File: config.mk
export PLATFORM = sky130hd
export DESIGN_NAME = ising_core_top
export DESIGN_NICKNAME = d
export VERILOG_FILES = /design/src/verilog/ising_pkg.sv /design/src/verilog/ising_sram.sv /design/src/verilog/ising_energy_unit.sv /design/src/verilog/ising_search_ctrl.sv /design/src/verilog/ising_apb_regs.sv /design/src/verilog/ising_core_top.sv
export SDC_FILE = /design/constraint.sdc
export NUM_CORES = 1
export LEC_CHECK = 0
export ABC_AREA = 1
export BUFFER_PORTS_ARGS = -buffer_cell sky130_fd_sc_hd__buf_2
export CELL_PAD_IN_SITES_DETAIL_PLACEMENT = 1
export CELL_PAD_IN_SITES_GLOBAL_PLACEMENT = 1
export CORE_MARGIN = 8
export CORE_UTILIZATION = 40
export CTS_BUF_LIST = sky130_fd_sc_hd__clkbuf_8
export DETAILED_ROUTE_END_ITERATION = 16
export PLACE_DENSITY = 0.72
export SETUP_SLACK_MARGIN = 0.15
export SYNTH_ARGS = -nofsm -noshare
export SYNTH_HDL_FRONTEND = slang
export SYNTH_SLANG_ARGS = --single-unit
File: constraint.sdc
create_clock -name clk_i -period 9.2 [get_ports clk_i]
set_input_delay 2.3 -clock clk_i [delete_from_list [all_inputs] [get_ports clk_i]]
set_output_delay 2.3 -clock clk_i [all_outputs]
set_load 0.03 [all_outputs]
File: src/verilog/ising_pkg.sv
// shared sizes, types and the register map of the ising core, imported by every RTL block
package ising_pkg;

    localparam int NUM_SPIN           = 8;   // one coupling row per 32-bit word
    localparam int BIT_J              = 4;
    localparam int FLIP_DEPTH_DEFAULT = 8;
    localparam int ENERGY_BITS        = 16;
    localparam int APB_ADDR_BITS      = 12;
    localparam int APB_DATA_BITS      = 32;

    typedef logic [NUM_SPIN-1:0]          spin_t;
    typedef logic [NUM_SPIN*BIT_J-1:0]    jrow_t;    // field j at [4j+3:4j]
    typedef logic signed [ENERGY_BITS-1:0] energy_t;
    typedef logic [$clog2(NUM_SPIN)-1:0]  row_idx_t;

    // register offsets, one word each
    typedef enum logic [APB_ADDR_BITS-1:0] {
        REG_CTRL        = 12'h000,
        REG_STATUS      = 12'h004,
        REG_SPIN_INIT   = 12'h008,
        REG_FLIP_COUNT  = 12'h00C,
        REG_BEST_ENERGY = 12'h010,
        REG_BEST_SPIN   = 12'h014,
        REG_BEST_INDEX  = 12'h018
    } reg_addr_e;

    // memory windows
    localparam logic [APB_ADDR_BITS-1:0] J_MEM_BASE    = 12'h100;
    localparam logic [APB_ADDR_BITS-1:0] FLIP_MEM_BASE = 12'h200;

    typedef enum logic [2:0] {
        IDLE,
        FLIP_READ,
        FLIP_WAIT,
        ROW_ISSUE,
        DRAIN,
        COMPARE
    } search_state_e;

endpackage

File: src/verilog/ising_sram.sv
// one write port and one read port storage with registered read data, used for J and flip memories
module ising_sram #(
    parameter int Width = 32,
    parameter int Depth = 8
) (
    input  logic                     clk_i,
    input  logic                     we_i,
    input  logic [$clog2(Depth)-1:0] waddr_i,
    input  logic [Width-1:0]         wdata_i,
    input  logic                     re_i,
    input  logic [$clog2(Depth)-1:0] raddr_i,
    output logic [Width-1:0]         rdata_o
);

    logic [Width-1:0] mem_q [Depth];

    always_ff @(posedge clk_i) begin
        if (we_i) begin
            mem_q[waddr_i] <= wdata_i;
        end
    end

    // read data valid on the edge after re_i
    always_ff @(posedge clk_i) begin
        if (re_i) begin
            rdata_o <= mem_q[raddr_i];
        end
    end

endmodule

File: src/verilog/ising_energy_unit.sv
// two-stage pipeline turning one coupling row and the candidate spins into one energy row term
module ising_energy_unit (
    input  logic                clk_i,
    input  logic                rst_i,
    input  logic                issue_i,
    input  ising_pkg::row_idx_t row_idx_i,
    input  ising_pkg::spin_t    spins_i,
    input  logic                last_i,
    input  ising_pkg::jrow_t    jrow_i,
    output logic                term_valid_o,
    output ising_pkg::energy_t  term_o,
    output logic                term_last_o
);
    import ising_pkg::*;

    logic     s1_valid;
    logic     s1_last;
    row_idx_t s1_row;
    spin_t    s1_spins;
    energy_t  coef;
    energy_t  row_sum;
    energy_t  row_term;

    // stage one, tag lines up with the row arriving from memory
    always_ff @(posedge clk_i) begin
        if (rst_i) begin
            s1_valid <= 1'b0;
        end else begin
            s1_valid <= issue_i;
        end
        s1_row   <= row_idx_i;
        s1_spins <= spins_i;
        s1_last  <= last_i;
    end

    // sum over j of J[i][j] * s_j, diagonal skipped
    always_comb begin
        row_sum = '0;
        coef    = '0;
        for (int j = 0; j < NUM_SPIN; j++) begin
            coef = energy_t'($signed(jrow_i[BIT_J*j +: BIT_J]));
            if (j != int'(s1_row)) begin
                row_sum = s1_spins[j] ? row_sum + coef : row_sum - coef;   // bit 0 counts as -1
            end
        end
        row_term = s1_spins[s1_row] ? row_sum : -row_sum;
    end

    // stage two
    always_ff @(posedge clk_i) begin
        if (rst_i) begin
            term_valid_o <= 1'b0;
        end else begin
            term_valid_o <= s1_valid;
        end
        term_o      <= row_term;
        term_last_o <= s1_valid & s1_last;
    end

endmodule

File: src/verilog/ising_search_ctrl.sv
// search sequencer, walks candidates and rows, accumulates energy and keeps the best candidate
module ising_search_ctrl #(
    parameter int FlipDepth = ising_pkg::FLIP_DEPTH_DEFAULT
) (
    input  logic                           clk_i,
    input  logic                           rst_i,
    input  logic                           start_i,
    input  ising_pkg::spin_t               spin_init_i,
    input  logic [$clog2(FlipDepth+1)-1:0] flip_count_i,
    output logic                           jmem_re_o,
    output ising_pkg::row_idx_t            jmem_raddr_o,
    output logic                           flip_re_o,
    output logic [$clog2(FlipDepth)-1:0]   flip_raddr_o,
    input  ising_pkg::spin_t               flip_rdata_i,
    output logic                           issue_o,
    output ising_pkg::row_idx_t            row_idx_o,
    output ising_pkg::spin_t               spins_o,
    output logic                           last_o,
    input  logic                           term_valid_i,
    input  ising_pkg::energy_t             term_i,
    input  logic                           term_last_i,
    output logic                           busy_o,
    output logic                           done_o,
    output ising_pkg::energy_t             best_energy_o,
    output ising_pkg::spin_t               best_spin_o,
    output logic [$clog2(FlipDepth+1)-1:0] best_index_o
);
    import ising_pkg::*;

    localparam int IdxBits      = $clog2(FlipDepth + 1);
    localparam int FlipAddrBits = $clog2(FlipDepth);

    search_state_e      state_q;
    logic [IdxBits-1:0] cand_q;     // current candidate index
    row_idx_t           row_q;
    spin_t              spins_q;    // current candidate spins
    energy_t            acc_q;
    energy_t            cand_energy;
    logic               last_row;

    assign last_row    = (row_q == row_idx_t'(NUM_SPIN - 1));
    assign cand_energy = -acc_q;

    ////////////////////////////////////////////////////////////
    // memory and energy unit requests
    ////////////////////////////////////////////////////////////
    assign jmem_re_o    = (state_q == ROW_ISSUE);
    assign jmem_raddr_o = row_q;
    assign issue_o      = (state_q == ROW_ISSUE);   // tag goes out with the read
    assign row_idx_o    = row_q;
    assign spins_o      = spins_q;
    assign last_o       = issue_o & last_row;

    assign flip_re_o    = (state_q == FLIP_READ);
    assign flip_raddr_o = FlipAddrBits'(cand_q - 1'b1);   // candidate k uses mask k-1

    assign busy_o       = (state_q != IDLE);

    ////////////////////////////////////////////////////////////
    // sequencer
    ////////////////////////////////////////////////////////////
    always_ff @(posedge clk_i) begin
        if (rst_i) begin
            state_q       <= IDLE;
            cand_q        <= '0;
            row_q         <= '0;
            acc_q         <= '0;
            done_o        <= 1'b0;
            best_energy_o <= '0;
            best_spin_o   <= '0;
            best_index_o  <= '0;
        end else begin
            if (term_valid_i) begin
                acc_q <= acc_q + term_i;
            end
            case (state_q)
                IDLE: begin
                    if (start_i) begin
                        spins_q <= spin_init_i;   // candidate 0
                        cand_q  <= '0;
                        row_q   <= '0;
                        acc_q   <= '0;
                        done_o  <= 1'b0;
                        state_q <= ROW_ISSUE;
                    end
                end
                FLIP_READ: state_q <= FLIP_WAIT;
                FLIP_WAIT: begin
                    spins_q <= spins_q ^ flip_rdata_i;
                    state_q <= ROW_ISSUE;
                end
                ROW_ISSUE: begin
                    row_q <= row_q + 1'b1;   // wraps to 0 after the last row
                    if (last_row) begin
                        state_q <= DRAIN;
                    end
                end
                DRAIN: begin
                    if (term_valid_i && term_last_i) begin
                        state_q <= COMPARE;
                    end
                end
                COMPARE: begin
                    // strictly lower wins so ties keep the earlier candidate
                    if (cand_q == '0 || cand_energy < best_energy_o) begin
                        best_energy_o <= cand_energy;
                        best_spin_o   <= spins_q;
                        best_index_o  <= cand_q;
                    end
                    acc_q <= '0;
                    if (cand_q == flip_count_i) begin
                        done_o  <= 1'b1;
                        state_q <= IDLE;
                    end else begin
                        cand_q  <= cand_q + 1'b1;
                        state_q <= FLIP_READ;
                    end
                end
                default: state_q <= IDLE;
            endcase
        end
    end

endmodule

File: src/verilog/ising_apb_regs.sv
// APB slave with control and result registers, also turns host writes into memory write strobes
module ising_apb_regs #(
    parameter int FlipDepth = ising_pkg::FLIP_DEPTH_DEFAULT
) (
    input  logic                                clk_i,
    input  logic                                rst_i,
    input  logic                                psel_i,
    input  logic                                penable_i,
    input  logic                                pwrite_i,
    input  logic [ising_pkg::APB_ADDR_BITS-1:0] paddr_i,
    input  logic [ising_pkg::APB_DATA_BITS-1:0] pwdata_i,
    output logic [ising_pkg::APB_DATA_BITS-1:0] prdata_o,
    output logic                                pready_o,
    output logic                                pslverr_o,
    output logic                                jmem_we_o,
    output ising_pkg::row_idx_t                 jmem_waddr_o,
    output ising_pkg::jrow_t                    jmem_wdata_o,
    output logic                                flip_we_o,
    output logic [$clog2(FlipDepth)-1:0]        flip_waddr_o,
    output ising_pkg::spin_t                    flip_wdata_o,
    output logic                                start_o,
    output ising_pkg::spin_t                    spin_init_o,
    output logic [$clog2(FlipDepth+1)-1:0]      flip_count_o,
    input  logic                                busy_i,
    input  logic                                done_i,
    input  ising_pkg::energy_t                  best_energy_i,
    input  ising_pkg::spin_t                    best_spin_i,
    input  logic [$clog2(FlipDepth+1)-1:0]      best_index_i
);
    import ising_pkg::*;

    localparam int IdxBits = $clog2(FlipDepth + 1);

    logic                     access;
    logic                     wr;
    logic                     in_jmem;
    logic                     in_flip;
    logic                     err;
    logic [APB_ADDR_BITS-1:0] jmem_off;
    logic [APB_ADDR_BITS-1:0] flip_off;
    spin_t                    spin_init_q;
    logic [IdxBits-1:0]       flip_count_q;

    assign access = psel_i & penable_i;   // access phase only
    assign wr     = access & pwrite_i;

    // memory windows, word aligned only
    assign jmem_off = paddr_i - J_MEM_BASE;
    assign flip_off = paddr_i - FLIP_MEM_BASE;
    assign in_jmem  = (jmem_off < APB_ADDR_BITS'(4 * NUM_SPIN)) && (paddr_i[1:0] == 2'b00);
    assign in_flip  = (flip_off < APB_ADDR_BITS'(4 * FlipDepth)) && (paddr_i[1:0] == 2'b00);

    ////////////////////////////////////////////////////////////
    // read mux and error decode
    ////////////////////////////////////////////////////////////
    always_comb begin
        prdata_o = '0;
        err      = 1'b0;
        case (paddr_i)
            REG_CTRL:        err = 1'b0;   // write only, reads as zero
            REG_STATUS: begin
                prdata_o[1:0] = {done_i, busy_i};
                err           = pwrite_i;
            end
            REG_SPIN_INIT:   prdata_o[NUM_SPIN-1:0] = spin_init_q;
            REG_FLIP_COUNT: begin
                prdata_o[IdxBits-1:0] = flip_count_q;
                err = pwrite_i && (pwdata_i > APB_DATA_BITS'(FlipDepth));
            end
            REG_BEST_ENERGY: begin
                prdata_o = {{(APB_DATA_BITS-ENERGY_BITS){best_energy_i[ENERGY_BITS-1]}},
                            best_energy_i};
                err      = pwrite_i;
            end
            REG_BEST_SPIN: begin
                prdata_o[NUM_SPIN-1:0] = best_spin_i;
                err                    = pwrite_i;
            end
            REG_BEST_INDEX: begin
                prdata_o[IdxBits-1:0] = best_index_i;
                err                   = pwrite_i;
            end
            default: begin
                if (in_jmem || in_flip) begin
                    err = !pwrite_i || busy_i;   // memories are write only, locked while busy
                end else begin
                    err = 1'b1;
                end
            end
        endcase
    end

    assign pready_o  = 1'b1;
    assign pslverr_o = access & err;

    // start while busy is dropped silently
    assign start_o = wr && (paddr_i == REG_CTRL) && pwdata_i[0] && !busy_i;

    ////////////////////////////////////////////////////////////
    // memory write ports
    ////////////////////////////////////////////////////////////
    assign jmem_we_o    = wr && in_jmem && !busy_i;
    assign jmem_waddr_o = jmem_off[2 +: $bits(row_idx_t)];
    assign jmem_wdata_o = pwdata_i;
    assign flip_we_o    = wr && in_flip && !busy_i;
    assign flip_waddr_o = flip_off[2 +: $clog2(FlipDepth)];
    assign flip_wdata_o = pwdata_i[NUM_SPIN-1:0];

    always_ff @(posedge clk_i) begin
        if (rst_i) begin
            spin_init_q  <= '0;
            flip_count_q <= '0;
        end else if (wr && !err) begin
            if (paddr_i == REG_SPIN_INIT) begin
                spin_init_q <= pwdata_i[NUM_SPIN-1:0];
            end
            if (paddr_i == REG_FLIP_COUNT) begin
                flip_count_q <= pwdata_i[IdxBits-1:0];
            end
        end
    end

    assign spin_init_o  = spin_init_q;
    assign flip_count_o = flip_count_q;

endmodule

File: src/verilog/ising_core_top.sv
// ising spin-search core top, ties the APB registers, both memories, energy unit and sequencer
module ising_core_top #(
    parameter int FlipDepth = ising_pkg::FLIP_DEPTH_DEFAULT
) (
    input  logic                                clk_i,
    input  logic                                rst_i,
    input  logic                                psel_i,
    input  logic                                penable_i,
    input  logic                                pwrite_i,
    input  logic [ising_pkg::APB_ADDR_BITS-1:0] paddr_i,
    input  logic [ising_pkg::APB_DATA_BITS-1:0] pwdata_i,
    output logic [ising_pkg::APB_DATA_BITS-1:0] prdata_o,
    output logic                                pready_o,
    output logic                                pslverr_o,
    output logic                                done_o
);
    import ising_pkg::*;

    localparam int IdxBits      = $clog2(FlipDepth + 1);
    localparam int FlipAddrBits = $clog2(FlipDepth);

    // host write side
    logic                    jmem_we;
    row_idx_t                jmem_waddr;
    jrow_t                   jmem_wdata;
    logic                    flip_we;
    logic [FlipAddrBits-1:0] flip_waddr;
    spin_t                   flip_wdata;

    // engine read side
    logic                    jmem_re;
    row_idx_t                jmem_raddr;
    jrow_t                   jmem_rdata;
    logic                    flip_re;
    logic [FlipAddrBits-1:0] flip_raddr;
    spin_t                   flip_rdata;

    // control and results
    logic                    start;
    spin_t                   spin_init;
    logic [IdxBits-1:0]      flip_count;
    logic                    busy;
    energy_t                 best_energy;
    spin_t                   best_spin;
    logic [IdxBits-1:0]      best_index;

    // energy unit handshake
    logic                    issue;
    row_idx_t                row_idx;
    spin_t                   spins;
    logic                    last;
    logic                    term_valid;
    energy_t                 term;
    logic                    term_last;

    ////////////////////////////////////////////////////////////
    // register port
    ////////////////////////////////////////////////////////////
    ising_apb_regs #(
        .FlipDepth     (FlipDepth    )
    ) u_apb_regs (
        .clk_i         (clk_i        ),
        .rst_i         (rst_i        ),
        .psel_i        (psel_i       ),
        .penable_i     (penable_i    ),
        .pwrite_i      (pwrite_i     ),
        .paddr_i       (paddr_i      ),
        .pwdata_i      (pwdata_i     ),
        .prdata_o      (prdata_o     ),
        .pready_o      (pready_o     ),
        .pslverr_o     (pslverr_o    ),
        .jmem_we_o     (jmem_we      ),
        .jmem_waddr_o  (jmem_waddr   ),
        .jmem_wdata_o  (jmem_wdata   ),
        .flip_we_o     (flip_we      ),
        .flip_waddr_o  (flip_waddr   ),
        .flip_wdata_o  (flip_wdata   ),
        .start_o       (start        ),
        .spin_init_o   (spin_init    ),
        .flip_count_o  (flip_count   ),
        .busy_i        (busy         ),
        .done_i        (done_o       ),
        .best_energy_i (best_energy  ),
        .best_spin_i   (best_spin    ),
        .best_index_i  (best_index   )
    );

    ////////////////////////////////////////////////////////////
    // L1 memories
    ////////////////////////////////////////////////////////////
    ising_sram #(
        .Width   ($bits(jrow_t)),
        .Depth   (NUM_SPIN     )
    ) u_jmem (
        .clk_i   (clk_i        ),
        .we_i    (jmem_we      ),
        .waddr_i (jmem_waddr   ),
        .wdata_i (jmem_wdata   ),
        .re_i    (jmem_re      ),
        .raddr_i (jmem_raddr   ),
        .rdata_o (jmem_rdata   )
    );

    ising_sram #(
        .Width   ($bits(spin_t)),
        .Depth   (FlipDepth    )
    ) u_flipmem (
        .clk_i   (clk_i        ),
        .we_i    (flip_we      ),
        .waddr_i (flip_waddr   ),
        .wdata_i (flip_wdata   ),
        .re_i    (flip_re      ),
        .raddr_i (flip_raddr   ),
        .rdata_o (flip_rdata   )
    );

    ////////////////////////////////////////////////////////////
    // compute path
    ////////////////////////////////////////////////////////////
    ising_energy_unit u_energy_unit (
        .clk_i        (clk_i        ),
        .rst_i        (rst_i        ),
        .issue_i      (issue        ),
        .row_idx_i    (row_idx      ),
        .spins_i      (spins        ),
        .last_i       (last         ),
        .jrow_i       (jmem_rdata   ),
        .term_valid_o (term_valid   ),
        .term_o       (term         ),
        .term_last_o  (term_last    )
    );

    ising_search_ctrl #(
        .FlipDepth     (FlipDepth    )
    ) u_search_ctrl (
        .clk_i         (clk_i        ),
        .rst_i         (rst_i        ),
        .start_i       (start        ),
        .spin_init_i   (spin_init    ),
        .flip_count_i  (flip_count   ),
        .jmem_re_o     (jmem_re      ),
        .jmem_raddr_o  (jmem_raddr   ),
        .flip_re_o     (flip_re      ),
        .flip_raddr_o  (flip_raddr   ),
        .flip_rdata_i  (flip_rdata   ),
        .issue_o       (issue        ),
        .row_idx_o     (row_idx      ),
        .spins_o       (spins        ),
        .last_o        (last         ),
        .term_valid_i  (term_valid   ),
        .term_i        (term         ),
        .term_last_i   (term_last    ),
        .busy_o        (busy         ),
        .done_o        (done_o       ),
        .best_energy_o (best_energy  ),
        .best_spin_o   (best_spin    ),
        .best_index_o  (best_index   )
    );

endmodule

# == After elaboration in Yosys (flattened, before gate mapping) ==
# Memories as Yosys holds them, arrays and structs flattened. A register that Yosys moved wholly into a read port is not among the register bits.
# Index checks and enable logic that the tools add are counted.
# word_totals
reg_bits,106
mem_bits_rw,320
memories,2
output_inout_bits,35
wordCells,164
# mem_list
name,words,width,rd,rd_clocked_by_memory_dff,wr,line,text
u_jmem.mem_q,8,32,1,1,1,ising_sram.sv:15,logic [Width-1:0] mem_q [Depth];
u_flipmem.mem_q,8,8,1,1,1,ising_sram.sv:15,
# classes
n_reduce_logical,37
n_lt_le_gt_ge,5
n_eq_ne,25
n_bitwise,7
mux,47
add_sub_neg,23
# ops
operator,n
$mux W16,19
$add A16 B4 Y16,7
$sub A16 B4 Y16,7
$eq A12 B5 Y1 const B,3
$gt A32 B4 Y1 const B,1
$neg A16 Y16,2
$pmux W16 S2,1
$eq A12 B4 Y1 const B,2
$lt A12 B6 Y1 const B,2
$mux W24,1
$pmux W3 S6,1
$add A16 B16 Y16,1
$lt A16 B16 Y1,1
$pmux W8 S2,1
$eq A12 B3 Y1 const B,1
$logic_and A1 B1 Y1,12
$logic_not A12 Y1,1
$mux W3,4
$ne A3 B3 Y1 const A,4
$pmux W2 S6,1
$pmux W4 S3,1
$reduce_and A3 Y1,4
$sub A12 B10 Y12 const B,1
$sub A12 B9 Y12 const B,1
other kinds (35),65

# == Logic depth before layout (Yosys ltp) ==
# logic_depth
word_depth,26
ltp_mapped,77
ltp_nobuf,76

# == Modules after synthesis ==
# Synthesis repeated with hierarchy kept, for this count alone.
# hier_totals
hier_cells,4016
hier_area_um2,30571.8
# modules_own_cells
module,cells_each,area_each_um2,seq_area_each_um2,n_inst
ising_sram (u_jmem),1156,12192.9,8648.3,1
ising_energy_unit,1623,9019.9,620.6,1
ising_search_ctrl,625,4430.5,1341.3,1
ising_sram (u_flipmem),303,3130.5,2162.1,1
ising_apb_regs,309,1798.0,240.2,1

# == Least setup slack after synthesis ==
# Ideal clock, no wire load.
# synth_path
path_type,register to register
startpoint,register u_energy_unit.s1_row[2]
endpoint,register u_energy_unit.term_o[15]
path_stages_with_launch,64
path_slack_ns,0.453
synth_period_minus_slack_ns,8.747
arrival_ns,8.634
setup_time_ns,0.113
cell_sequence,dfxtp_1 buf_6 inv_2 nand2_1 inv_1 nor2_1 ha_1 inv_1 fa_1 xor2_1 o21ai_0 ha_1 a21oi_1 nand2_1 nand2_1 nand2_1 xnor2_1 nand2_1 [28 not listed] nand3_1 nand2_1 a21oi_1 xnor2_1 nand2_1 nand2_1 inv_1 ha_1 a21oi_1 nand2_1 xor2_1 or2_2 nand2_1 nand2_1 nand2_1 nand3_1 nand2_1 nand2_1
# synth_via
elab_chain_cells,25
word_cells_on_any_way,41
# synth_lines
element,line,text
start: declaration,ising_energy_unit.sv:18,row_idx_t s1_row;
start signal: assignment,ising_energy_unit.sv:31,s1_row <= row_idx_i;
$reduce_bool A3 Y1,ising_energy_unit.sv:42,if (j != int'(s1_row)) begin
$mux W16,ising_energy_unit.sv:42,
$sub A16 B4 Y16 or $add A16 B4 Y16 (tied branches),ising_energy_unit.sv:43,row_sum = s1_spins[j] ? row_sum + coef : row_sum - coef;
$mux W16,ising_energy_unit.sv:43,
$mux W16,ising_energy_unit.sv:42,
$sub A16 B4 Y16 or $add A16 B4 Y16 (tied branches),ising_energy_unit.sv:43,
$mux W16,ising_energy_unit.sv:43,
$mux W16,ising_energy_unit.sv:42,
[10 not listed],--,
$mux W16,ising_energy_unit.sv:43,
$mux W16,ising_energy_unit.sv:42,
$sub A16 B4 Y16 or $add A16 B4 Y16 (tied branches),ising_energy_unit.sv:43,
$mux W16,ising_energy_unit.sv:43,
$mux W16,ising_energy_unit.sv:42,
$neg A16 Y16,ising_energy_unit.sv:46,row_term = s1_spins[s1_row] ? row_sum : -row_sum;
$mux W16 (*),ising_energy_unit.sv:46,
net u_energy_unit.row_term[15],ising_energy_unit.sv:22,energy_t row_term;
end signal: assignment,ising_energy_unit.sv:56,term_o <= row_term;
end: declaration,ising_energy_unit.sv:11,"output ising_pkg::energy_t term_o,"
# Mark *: on every way through the listed nets, which the timed path passes. The rest lies on a longest branch. The select of a mux whose other input is x is not followed.
# A chain may end at the register's enable or synchronous reset.

# == Worst setup path in the final report ==
# layout_path
startpoint,register u_jmem.rdata_o[0] (read register of u_jmem.mem_q)
endpoint,register u_energy_unit.term_o[15]
# layout_via
elab_chain_cells,26
word_cells_on_any_way,33
# layout_lines
element,line,text
start: declaration,ising_sram.sv:12,output logic [Width-1:0] rdata_o
$sub A1 B4 Y5,ising_energy_unit.sv:43,
$mux W16 (*),ising_energy_unit.sv:43,
$mux W16 (*),ising_energy_unit.sv:42,
$sub A16 B4 Y16 or $add A16 B4 Y16 (tied branches),ising_energy_unit.sv:43,
$mux W16,ising_energy_unit.sv:43,
$mux W16 (*),ising_energy_unit.sv:42,
$sub A16 B4 Y16 or $add A16 B4 Y16 (tied branches),ising_energy_unit.sv:43,
$mux W16,ising_energy_unit.sv:43,
[11 not listed],--,
$mux W16,ising_energy_unit.sv:43,
$mux W16 (*),ising_energy_unit.sv:42,
$sub A16 B4 Y16 or $add A16 B4 Y16 (tied branches),ising_energy_unit.sv:43,
$mux W16,ising_energy_unit.sv:43,
$mux W16 (*),ising_energy_unit.sv:42,
$neg A16 Y16,ising_energy_unit.sv:46,
$mux W16 (*),ising_energy_unit.sv:46,
net u_energy_unit.row_term[15],ising_energy_unit.sv:22,
# Mark *: on every way through the listed nets, which the timed path passes. The rest lies on a longest branch.

==> results.py <==
metrics = {
    "yosys": {
        "synthXorXnorAreaFrac_pct": 2.811,
        "synth_simple_gate_area_share_pct": 21.96,
        "net_count_after_synthesis": 3493,
        "synth-async-reset-ratio_pct": 0,
        "synth.ff_latch_count": 466,
        "synth-compound-area-share_pct": 12.63,
        "yosysWarningCount": 0,
        "yosys.cell_types.count": 57,
        "synth-edff-count": 368,
        "synth_adder_area_share_pct": 8.251,
        "main_combinational_cell_family_by_area_after_synthesis": "simple AND/OR/NAND/NOR gates",
        "synth_area_per_cell_um2": 8.389,
        "synth.yosys.seq_area_share_pct": 47.46,
        "synth-main-ff-cell": "sky130_fd_sc_hd__edfxtp_1",
        "post_synth_mux_area_share_pct": 0,
        "area_of_the_mapped_netlist_mm2": 0.02742,
        "post_synth_inst_count": 3268,
    },
    "sta": {
        "grt_setup_unrepaired": "yes",
        "clock.fmax_mhz": 112.5,
        "worst_clock_skew_ns": 0.03135,
        "final.setup.tns_ns": 0,
        "tightest_slew_ns": 1.261,
        "final_max_slew_viol_count": 0,
        "setup_viol": 0,
        "fin_crit_ns": 8.888,
        "hold_viol": 0,
        "worst_slew_margin_rel_pct": 15.31,
        "finalHoldWorstSlack_ns": 0.4085,
        "final_min_period_over_clock_period_pct": 96.61,
    },
    "clock_network": {
        "cts.reportedPaths.clkPinSlew_ns": 0.06,
        "cts_max_path_buffers": 3,
        "ctsRootBufferMaster": "sky130_fd_sc_hd__clkbuf_8",
        "htreeDepth": 3,
        "worst_skew_pair.late_latency_ns": 0.66,
        "postCtsHoldBufs": 0,
        "cts_made_buffers": 79,
        "numClockSinks": 466,
        "cts_tree": "done",
    },
    "grt": {
        "number_of_antenna_violations_at_the_first_check_in_global_routing": 1,
        "gr-total-overflow": 0,
        "grt.busiest_layer": "met2",
        "global_route_track_usage_on_met2_pct": 37.66,
        "grt_pass1_wl_mm": 134.6,
        "gr_util_met3_pct": 2.622,
        "first_global_vias": 25780,
        "globalRouteTotalUtil_pct": 21.29,
        "grt_util_met1_pct": 26.91,
        "grt_max_degree": 73,
    },
    "final_layout": {
        "fin_util_pct": 50.86,
        "mostFrequentLayoutCell": "sky130_fd_sc_hd__nand2_1",
        "finalNetCount": 3907,
        "nFillCells": 8004,
        "areaGrowthSynthToFinish_pct": 26.57,
        "commonest_cells_after_routing_fill_and_taps_aside": "sky130_fd_sc_hd__nand2_1, sky130_fd_sc_hd__nor2_1, sky130_fd_sc_hd__edfxtp_1",
        "drive_gt1_share_pct": 26.20,
        "layout.cells.non_filler": 4624,
    },
    "placement": {
        "post-place-cells": 4416,
        "dp_hpwl_mm": 60.77,
        "place.port_buffers": 82,
        "place.gp.congestion": 0.9167,
    },
    "critical_path": {
        "r2r_setup_slack_ns": 0.31,
        "cp_startpoint_kind": "flip-flop",
        "timing.critical_path.to_type": "flip-flop",
        "crit_path_top_delay_cell": "sky130_fd_sc_hd__edfxtp_1",
        "criticalPathCategory": "reg -> reg",
        "cpPeakStageDelay_ns": 0.35,
        "critical-path-top-cell-by-count": "sky130_fd_sc_hd__nand2_1",
        "critical_path_arrival_ns": 9.44,
        "crit_required_ns": 9.75,
        "worst-path-max-fanout": 5,
    },
    "flow_run": {
        "cap_viol_max_count": 0,
    },
    "die": {
        "fp.dieW_um": 277.8,
        "floorplan.core_area_mm2": 0.06823,
        "number_of_rows_created_at_floorplan": 96,
        "io-pin-count": 84,
        "dieArea_mm2": 0.07717,
        "initial_core_util_pct": 40.18,
        "die_h_um": 277.8,
    },
    "detailed_routing": {
        "residual_drc": 0,
        "post_drt_via_cell_ratio": 5.325,
        "routedWlPerCell_um": 18.89,
        "detail_route.first_pass.iterations": 5,
        "route.antenna.remaining_nets": 0,
        "via_count": 24620,
        "drt_first_iter_violations": 1082,
        "drt-total-wl_mm": 87.37,
    },
    "worst_hold_path": {
        "worst_hold_path_type": "reg -> reg",
    },
    "run_status": {
        "status": "finished clean",
    },
}
[Yosys cell counts, drive strengths merged, types with 37 or more instances]
cell,count,area (um2)
a21oi,165,825.8
a31oi,47,294.0
buf,37,255.3
clkbuf,76,289.0
dfxtp,98,1962
edfxtp,368,11050
ha,168,2102
inv,353,1330
nand2,647,2456
nand3,165,855.8
nand4,37,231.5
nor2,509,1971
o21ai,307,1544
o22ai,41,256.5
xnor2,40,350.3
xor2,48,420.4
[flip-flops by register name (all words and copies together) (netlist names), 16 cells and up]
register	count
u_jmem.rdata_o	32
u_jmem.mem_q	256
u_flipmem.mem_q	64
u_search_ctrl.acc_q	16
u_search_ctrl.best_energy_o	16
u_energy_unit.term_o	16
[path summary, 6_finish.rpt]
path                            cells after the start                                       start                                to
worst min-delay path                                0  u_search_ctrl.jmem_raddr_o[2]$_SDFFE_PP0P_   u_energy_unit.s1_row[2]$_DFF_P_
worst max-delay path                               61                 u_jmem.rdata_o[0]$_DFFE_PP_  u_energy_unit.term_o[15]$_DFF_P_
worst max register to register                     61                 u_jmem.rdata_o[0]$_DFFE_PP_  u_energy_unit.term_o[15]$_DFF_P_
worst min register to register                      0  u_search_ctrl.jmem_raddr_o[2]$_SDFFE_PP0P_   u_energy_unit.s1_row[2]$_DFF_P_
[timing repair]
action | 4_1_cts | 5_1_grt
endpoints found under the setup margin | 8 | 8
buffers inserted | 18 | 49
gates cloned | 0 | 0
pin swaps | 22 | 174
gates resized for setup | 122 | 349
[critical path: cells and delay by family (launching register included)]
kind	cells	cell delay [ns]
buffers and inverters	7	0.52
AOI/OAI and AO/OA	15	2.45
adders and majority gates	8	2.07
and+or+nand+nor	24	2.21
DFF	1	0.35
xor gates and xnor gates	7	1.18
[layout make-up]
type	instances	area (um2)	area share, %
Multi-Input combinational cell	2333	14600	42.08
Sequential cell	466	13020	37.51
Tap cell	882	1104	3.180
Clock inverter	56	304.0	0.8762
Inverter	356	1344	3.873
Antenna cell	1	2.502	0.007212
Clock buffer	84	1156	3.332
Timing Repair Buffer	446	3169	9.134
[per-layer routing]
metal	part of all wire, %	up-vias
met1	44	12140
met3	3.4	162
met2	51	426
li1	-	11900
met4	2.6	0
met5	0	-
[metrics by stage]
stage | cell area [um2] | setup WS, ns
2_1_floorplan | 27420 | 0.4530
5_1_grt | 34700 | -0.2990
6_report | 34700 | 0.3119
3_3_place_gp | 30680 | -0.2641
3_5_place_dp | 30680 | -0.7846
4_1_cts | 32790 | 0.1536
[cells by family after synthesis]
kind of cell | Yosys count
xor gates and xnor gates | 88
and+or+nand+nor | 1439
other | 1
adders and majority gates | 176
buffers and inverters | 469
DFF | 466
AOI/OAI and AO/OA | 629
Power is left out: the tool's default activity adds up to more than one toggle a clock period on the data nets, which glitch-free logic cannot reach.
